[src/rmt_pkt_pkg.sv]
package rmt_pkt_pkg;

	// header field and vlan widths
	localparam int field_w = 24;
	localparam int vlan_w = 12;

	// bits carried in the header vector once the type bit is stripped
	localparam int body_w = 63;

	// data packet header, top bit low
	typedef struct packed {
		logic is_ctrl;
		logic [2:0] spare;
		logic [vlan_w-1:0] vlan;
		logic [field_w-1:0] field_a;
		logic [field_w-1:0] field_b;
	} data_hdr_t;

	// in-band control message, top bit high
	typedef struct packed {
		logic is_ctrl;
		logic [3:0] stage_sel;
		logic [1:0] op;
		// 0 picks field_a
		logic field_sel;
		logic [31:0] pad;
		logic [field_w-1:0] operand;
	} ctrl_msg_t;

	// one 64-bit beat, decoded by its top bit
	typedef union packed {
		data_hdr_t data;
		ctrl_msg_t ctrl;
	} pkt_beat_u;

	// header vector handed down the pipe
	typedef struct packed {
		logic valid;
		logic is_ctrl;
		logic [body_w-1:0] body;
	} phv_t;

	// put the type bit back on top of the carried bits
	function automatic pkt_beat_u to_beat(phv_t phv);
		pkt_beat_u beat;
		beat = {phv.is_ctrl, phv.body};
		return beat;
	endfunction

endpackage

[src/rmt_cfg_pkg.sv]
package rmt_cfg_pkg;

	// default pipeline shape
	localparam int num_stages_def = 4;
	localparam int fifo_depth_bits_def = 4;

	// stage action opcodes, same encoding as the control message op field
	typedef enum logic [1:0] {
		op_nop = 2'd0,
		op_set = 2'd1,
		op_add = 2'd2,
		op_sub = 2'd3
	} action_op_e;

	// programmable action of one stage
	typedef struct packed {
		action_op_e op;
		// 0 picks field_a
		logic field_sel;
		logic [rmt_pkt_pkg::field_w-1:0] operand;
	} action_t;

endpackage

[src/pkt_filter.sv]
`timescale 1ns/100ps

module pkt_filter (
	input logic clk,
	input logic aresetn,
	input logic [31:0] vlan_drop_flags,
	input rmt_pkt_pkg::pkt_beat_u s_beat,
	input logic s_valid,
	output logic s_ready,
	input logic fifo_nearly_full,
	output rmt_pkt_pkg::phv_t phv_out,
	output logic [31:0] ctrl_token
);

	logic accept;
	logic beat_is_ctrl;
	logic vlan_masked;

	// throttle input while the fifo has no room for the in-flight vectors
	assign s_ready = ~fifo_nearly_full;
	assign accept = s_valid & s_ready;

	// type comes from the shared top bit
	assign beat_is_ctrl = s_beat.data.is_ctrl;

	// mask indexed by low five bits of the vlan id
	assign vlan_masked = vlan_drop_flags[s_beat.data.vlan[4:0]];

	// header vector register, one cycle after accept
	always_ff @(posedge clk) begin
		if (!aresetn) begin
			phv_out.valid <= 1'b0;
		end else begin
			// masked data beats are consumed but leave no valid vector
			phv_out.valid <= accept & (beat_is_ctrl | ~vlan_masked);
			phv_out.is_ctrl <= beat_is_ctrl;
			// raw bits below the type bit, either view
			phv_out.body <= s_beat[rmt_pkt_pkg::body_w-1:0];
		end
	end

	// count of accepted control messages
	always_ff @(posedge clk) begin
		if (!aresetn) begin
			ctrl_token <= '0;
		end else if (accept && beat_is_ctrl) begin
			ctrl_token <= ctrl_token + 32'd1;
		end
	end

endmodule

[src/action_stage.sv]
`timescale 1ns/100ps

module action_stage #(
	parameter int stage_id = 0
) (
	input logic clk,
	input logic aresetn,
	input rmt_pkt_pkg::phv_t phv_in,
	output rmt_pkt_pkg::phv_t phv_out
);

	rmt_cfg_pkg::action_t act_q;
	rmt_pkt_pkg::pkt_beat_u beat;
	rmt_pkt_pkg::pkt_beat_u nxt_beat;
	rmt_pkt_pkg::phv_t phv_nxt;
	logic [rmt_pkt_pkg::field_w-1:0] fld;
	logic [rmt_pkt_pkg::field_w-1:0] res;
	logic hit;

	assign beat = rmt_pkt_pkg::to_beat(phv_in);

	// control message aimed at this stage
	assign hit = phv_in.valid & phv_in.is_ctrl & (beat.ctrl.stage_sel == 4'(stage_id));

	// action register, loaded in band
	always_ff @(posedge clk) begin
		if (!aresetn) begin
			act_q.op <= rmt_cfg_pkg::op_nop;
			act_q.field_sel <= 1'b0;
			act_q.operand <= '0;
		end else if (hit) begin
			act_q.op <= rmt_cfg_pkg::action_op_e'(beat.ctrl.op);
			act_q.field_sel <= beat.ctrl.field_sel;
			act_q.operand <= beat.ctrl.operand;
		end
	end

	always_comb begin
		fld = act_q.field_sel ? beat.data.field_b : beat.data.field_a;
		// wraps mod 2^24 by width
		case (act_q.op)
			rmt_cfg_pkg::op_set: res = act_q.operand;
			rmt_cfg_pkg::op_add: res = fld + act_q.operand;
			rmt_cfg_pkg::op_sub: res = fld - act_q.operand;
			default: res = fld;
		endcase
		nxt_beat = beat;
		if (act_q.field_sel) begin
			nxt_beat.data.field_b = res;
		end else begin
			nxt_beat.data.field_a = res;
		end
		// control vectors pass through untouched
		phv_nxt = phv_in;
		if (!phv_in.is_ctrl) begin
			phv_nxt.body = nxt_beat[rmt_pkt_pkg::body_w-1:0];
		end
	end

	// fixed one-cycle hop
	always_ff @(posedge clk) begin
		if (!aresetn) begin
			phv_out.valid <= 1'b0;
		end else begin
			phv_out <= phv_nxt;
		end
	end

endmodule

[src/phv_fifo.sv]
`timescale 1ns/100ps

module phv_fifo #(
	parameter int fifo_depth_bits = 4,
	parameter int num_stages = 4
) (
	input logic clk,
	input logic aresetn,
	input rmt_pkt_pkg::phv_t wr_phv,
	input logic rd_en,
	output rmt_pkt_pkg::phv_t rd_phv,
	output logic empty,
	output logic nearly_full
);

	localparam int depth = 1 << fifo_depth_bits;
	// filter register, every stage register, and the beat accepted this cycle
	localparam int margin = num_stages + 2;
	localparam logic [fifo_depth_bits:0] thresh = (fifo_depth_bits+1)'(depth - margin);

	rmt_pkt_pkg::phv_t mem [0:depth-1];
	logic [fifo_depth_bits-1:0] wr_ptr;
	logic [fifo_depth_bits-1:0] rd_ptr;
	logic [fifo_depth_bits:0] count;
	logic wr;
	logic rd;

	// only valid data vectors are queued
	assign wr = wr_phv.valid & ~wr_phv.is_ctrl;
	assign rd = rd_en & ~empty;

	// fall-through head
	assign rd_phv = mem[rd_ptr];
	assign empty = (count == '0);
	// free entries at or below margin
	assign nearly_full = (count >= thresh);

	always_ff @(posedge clk) begin
		if (wr) begin
			mem[wr_ptr] <= wr_phv;
		end
	end

	// pointers wrap at depth
	always_ff @(posedge clk) begin
		if (!aresetn) begin
			wr_ptr <= '0;
			rd_ptr <= '0;
			count <= '0;
		end else begin
			if (wr) begin
				wr_ptr <= wr_ptr + 1'b1;
			end
			if (rd) begin
				rd_ptr <= rd_ptr + 1'b1;
			end
			case ({wr, rd})
				2'b10: count <= count + 1'b1;
				2'b01: count <= count - 1'b1;
				default: ;
			endcase
		end
	end

endmodule

[src/deparser.sv]
`timescale 1ns/100ps

module deparser (
	input logic clk,
	input logic aresetn,
	input rmt_pkt_pkg::phv_t fifo_phv,
	input logic fifo_empty,
	output logic rd_en,
	output rmt_pkt_pkg::pkt_beat_u m_beat,
	output logic m_valid,
	input logic m_ready
);

	logic load;

	// refill when the slot is free or drains this cycle
	assign load = ~fifo_empty & (~m_valid | m_ready);
	assign rd_en = load;

	always_ff @(posedge clk) begin
		if (!aresetn) begin
			m_valid <= 1'b0;
		end else if (load) begin
			m_valid <= 1'b1;
		end else if (m_ready) begin
			m_valid <= 1'b0;
		end
	end

	// output beat held under back-pressure
	always_ff @(posedge clk) begin
		if (load) begin
			// top bit rebuilt, low for data
			m_beat <= rmt_pkt_pkg::to_beat(fifo_phv);
		end
	end

endmodule

[src/rmt_top.sv]
`timescale 1ns/100ps

module rmt_top #(
	parameter int num_stages = rmt_cfg_pkg::num_stages_def,
	parameter int fifo_depth_bits = rmt_cfg_pkg::fifo_depth_bits_def
) (
	input logic clk,
	input logic aresetn,
	input logic [31:0] vlan_drop_flags,
	input rmt_pkt_pkg::pkt_beat_u s_beat,
	input logic s_valid,
	output logic s_ready,
	output logic [31:0] ctrl_token,
	output rmt_pkt_pkg::pkt_beat_u m_beat,
	output logic m_valid,
	input logic m_ready
);

	// stg_phv[0] from filter, stg_phv[num_stages] into the fifo
	rmt_pkt_pkg::phv_t stg_phv [0:num_stages];
	rmt_pkt_pkg::phv_t fifo_head;
	logic fifo_empty;
	logic fifo_rd_en;
	logic fifo_nearly_full;

	pkt_filter i_filter (
		.clk(clk),
		.aresetn(aresetn),
		.vlan_drop_flags(vlan_drop_flags),
		.s_beat(s_beat),
		.s_valid(s_valid),
		.s_ready(s_ready),
		.fifo_nearly_full(fifo_nearly_full),
		.phv_out(stg_phv[0]),
		.ctrl_token(ctrl_token)
	);

	// stage chain, one register per hop
	for (genvar i = 0; i < num_stages; i++) begin : g_stage
		action_stage #(.stage_id(i)) i_stage (
			.clk(clk),
			.aresetn(aresetn),
			.phv_in(stg_phv[i]),
			.phv_out(stg_phv[i+1])
		);
	end

	phv_fifo #(.fifo_depth_bits(fifo_depth_bits), .num_stages(num_stages)) i_fifo (
		.clk(clk),
		.aresetn(aresetn),
		.wr_phv(stg_phv[num_stages]),
		.rd_en(fifo_rd_en),
		.rd_phv(fifo_head),
		.empty(fifo_empty),
		.nearly_full(fifo_nearly_full)
	);

	deparser i_deparser (
		.clk(clk),
		.aresetn(aresetn),
		.fifo_phv(fifo_head),
		.fifo_empty(fifo_empty),
		.rd_en(fifo_rd_en),
		.m_beat(m_beat),
		.m_valid(m_valid),
		.m_ready(m_ready)
	);

endmodule

[config.mk]
export PLATFORM = sky130hd
export DESIGN_NAME = rmt_top
export DESIGN_NICKNAME = d
export VERILOG_FILES = /design/src/rmt_pkt_pkg.sv /design/src/rmt_cfg_pkg.sv /design/src/pkt_filter.sv /design/src/action_stage.sv /design/src/phv_fifo.sv /design/src/deparser.sv /design/src/rmt_top.sv
export SDC_FILE = /design/constraint.sdc
export NUM_CORES = 2
export LEC_CHECK = 0
export CAP_MARGIN = 20
export CORE_MARGIN = 2
export CORE_UTILIZATION = 39
export CTS_BUF_LIST = sky130_fd_sc_hd__clkbuf_16
export DETAILED_ROUTE_END_ITERATION = 12
export DONT_BUFFER_PORTS = 1
export SLEW_MARGIN = 10
export SYNTH_ARGS = -nofsm -noshare
export SYNTH_HDL_FRONTEND = slang
export SYNTH_SLANG_ARGS = --single-unit
[constraint.sdc]
create_clock -name clk -period 6.8 [get_ports clk]
set_input_delay 1.36 -clock clk [delete_from_list [all_inputs] [get_ports clk]]
set_output_delay 1.36 -clock clk [all_outputs]
set_load 0.02 [all_outputs]
==> flow_summary.json <==
{
  "outcome": "finished, final reports clean",
  "finalSetupViolCount": 0,
  "cts_root_buffer": "clkbuf_16",
  "skew_ps": 27.2,
  "crit_path_max_fanout": 29,
  "setup_ws_ps": 2040,
  "numCtsBuffers": 164,
  "nFillCells": 15400,
  "grt_max_degree": 480,
  "final_layout_size_suffix_gt1_share_pct": 16.5,
  "hold_buffers": 0,
  "post-dp-hpwl_um": 101000,
  "ys.flop_type": "edfxtp_1",
  "clkTransAtPathRegs_ps": 60,
  "ys_warn_count": 0,
  "async_flop_share_pct": 0,
  "crit_required_ps": 7330,
  "syn_nets": 4703,
  "syn_to_final_growth_pct": 11.8,
  "grt_pass1_wl_um": 253000,
  "wire_per_inst_um": 24.4,
  "stdcell_count": 6940,
  "ys_ff_latch": 1567,
  "first_pass_iters": 5,
  "fin_crit_sh_pct": 70.0,
  "viasPerCell": 5.58,
  "max_freq_mhz": 210,
  "fp.coreArea_mm2": 0.174,
  "p_int_mw": 17.7,
  "cts_tree": "done",
  "multi_input_area_mm2": 0.0221,
  "maxSlewViolCount": 0,
  "drtAntennaViolNets": 0,
  "synthDistinctLibCells": 79,
  "swShare_pct": 26.3,
  "hold_viol_final": 0,
  "synth_cells": 4488,
  "start_util_pct": 39.3,
  "first_iter_violations": 3579,
  "cts-resized-gates": 0,
  "fin_crit_ps": 4760,
  "gr-usage-all-layers_pct": 18.8,
  "combinationalPowerShare_pct": 15.2,
  "dp.cells": 6630,
  "wl_um": 169000,
  "final_cell_mix": "1408 x edfxtp_1, 535 x nand2_1, 330 x mux4_2",
  "vias": 38700,
  "tns_ps": 0,
  "clk_path_buf_depth": 3,
  "regArea_mm2": 0.0455,
  "netSwitchingPower_mw": 6.30,
  "leakagePower_nw": 25.0,
  "rsz0062_at_grt": "no",
  "cts_setup_buffers": 0,
  "die_h_um": 423,
  "avgSynthCellArea_um2": 15.3,
  "num-nets-final": 4693,
  "pwr-share-clk_pct": 35.7,
  "crit_type": "flop to flop",
  "arrival_ps": 5290,
  "startpoint_type": "flop",
  "first_global_vias": 38700,
  "pre_cts_ws_ps": 2200,
  "grt-ovfl-total": 0,
  "clkLatencyLatePin_ps": 810,
  "chipWidth_um": 423,
  "end_kind": "flop",
  "antenna_found_initial": 4,
  "tightest_slew_ps": 1250,
  "max_cap_violations": 0,
  "worstHoldPathType": "flop to flop",
  "yosysSeqAreaShare_pct": 66.3,
  "layout_commonest_cell": "edfxtp_1",
  "drc": 0,
  "ir_worst_vdd_uv": 360,
  "synth_edf_count": 1408,
  "port_buffers": 0,
  "gp_congestion": 0.914,
  "rows": 153,
  "io_pins": 198,
  "cts.sinks": 1567,
  "syn-cell-area_mm2": 0.0685,
  "p_seq_share_pct": 49.1,
  "h-tree-depth": 4,
  "relSlewSlack_pct": 16.6,
  "powerDensity_mw_per_mm2": 313,
  "die_area_mm2": 0.179
}
==> power by group through the flow <==
stage / Sequential, mW / Clock, mW / Combinational (mW)
2_1_floorplan: 11.7 / 0 / 2.84
3_3_place_gp: 12.0 / 0 / 3.62
3_5_place_dp: 12.0 / 0 / 3.63
4_1_cts: 11.8 / 8.77 / 3.64
5_1_grt: 11.8 / 9.15 / 3.96
6_report: 11.8 / 8.55 / 3.63
==> cell families after synthesis <==
family          after synthesis  share of synthesized area (%)
flops                      1567                           66.3
simple gates               1035                           6.72
compound gates              784                           7.09
mux                         515                           13.7
buf+inv                     287                           1.58
xor+xnor                    185                           2.36
fa+ha+maj                   115                           2.15
==> cell usage after synthesis, drive strengths merged, types with 7 or more instances <==
cell,n,share of area (%)
a211oi,11,0.12
or3,22,0.22
ha,110,2.0
o211ai,19,0.21
nand3,32,0.23
xor2,67,0.86
nor3,42,0.31
edfxtp,1408,62
nand2,535,2.9
mux4,330,11
o31ai,27,0.32
nor2,206,1.1
clkbuf,198,1.1
dfxtp,159,4.6
o21ai,241,1.8
buf,40,0.23
and4,8,0.10
nor4,10,0.091
a22oi,7,0.077
o221ai,11,0.14
nand4,27,0.25
a31oi,40,0.37
inv,47,0.26
nand2b,32,0.30
and2,47,0.43
or2,12,0.11
xnor2,118,1.5
a21o,38,0.42
o21a,16,0.18
nor2b,24,0.22
and3,18,0.17
a21boi,125,1.4
a21oi,196,1.4
mux2i,80,1.2
a211o,7,0.089
mux2,105,1.7
==> critical path: stages (launching register included) <==
cell and delay (ps):
dfxtp_2 670, buf_4 420, and2_1 480, a21oi_1 110, xnor2_1 160, ha_1 400
nand4_1 170, a2111oi_0 440, or2_2 240, o211ai_1 200, a21boi_0 600, a21oi_1 180
xnor2_1 240, o221ai_1 150
==> path summary, 6_finish.rpt <==
| path | start | slack [ps] | end | depth (start not counted) |
|---|---|---|---|---|
| worst min register to register | i_filter.phv_out[49]$_DFFE_PP_ | 420 | g_stage[0].i_stage.phv_out[49]$_DFFE_PP_ | 0 |
| worst max register to register | g_stage[3].i_stage.act_q[26]$_SDFFE_PN0P_ | 2040 | g_stage[3].i_stage.phv_out[23]$_DFFE_PP_ | 13 |
| worst max-delay path | g_stage[3].i_stage.act_q[26]$_SDFFE_PN0P_ | 2040 | g_stage[3].i_stage.phv_out[23]$_DFFE_PP_ | 13 |
| worst min-delay path | i_filter.phv_out[49]$_DFFE_PP_ | 420 | g_stage[0].i_stage.phv_out[49]$_DFFE_PP_ | 0 |
==> sequential cells by signal, indices dropped and copies added (netlist names) <==
register and flops:
g_stage.i_stage.act_q 108, i_filter.ctrl_token 32, i_fifo.count 5, i_fifo.rd_ptr 4
i_fifo.mem 1024, i_filter.phv_out 65, g_stage.i_stage.phv_out 260, i_deparser.m_valid 1
i_fifo.wr_ptr 4, i_deparser.m_beat 64
==> metrics by stage <==
step	hold WS, ps	total power [mW]	util, %	instance area (um2)
after floorplan	400	14.5	-	68500
after global placement	406	15.6	40.9	71200
after detailed placement	405	15.6	40.9	71300
after CTS	416	24.2	43.9	76400
after global routing	418	24.9	44.0	76600
final	416	24.0	44.0	76600
==> routing by layer <==
layer	routed length [um]	vias up	track usage [%]
met5	0	-	0
met3	9250	298	3.06
met1	73100	19900	25.6
met2	81600	1162	30.7
met4	5110	0	6.40
li1	-	17400	-
==> final cells by class <==
| class | instances | area share (%) |
|---|---|---|
| clock inverter | 135 | 1.34 |
| timing repair buffer | 62 | 0.964 |
| tap | 2325 | 3.80 |
| clock buffer | 165 | 5.39 |
| sequential | 1567 | 59.4 |
| multi-input combinational | 2634 | 28.9 |
| inverter | 49 | 0.240 |
| antenna | 3 | 0.00980 |
No activity file was read; power rests on OpenSTA's default activity.
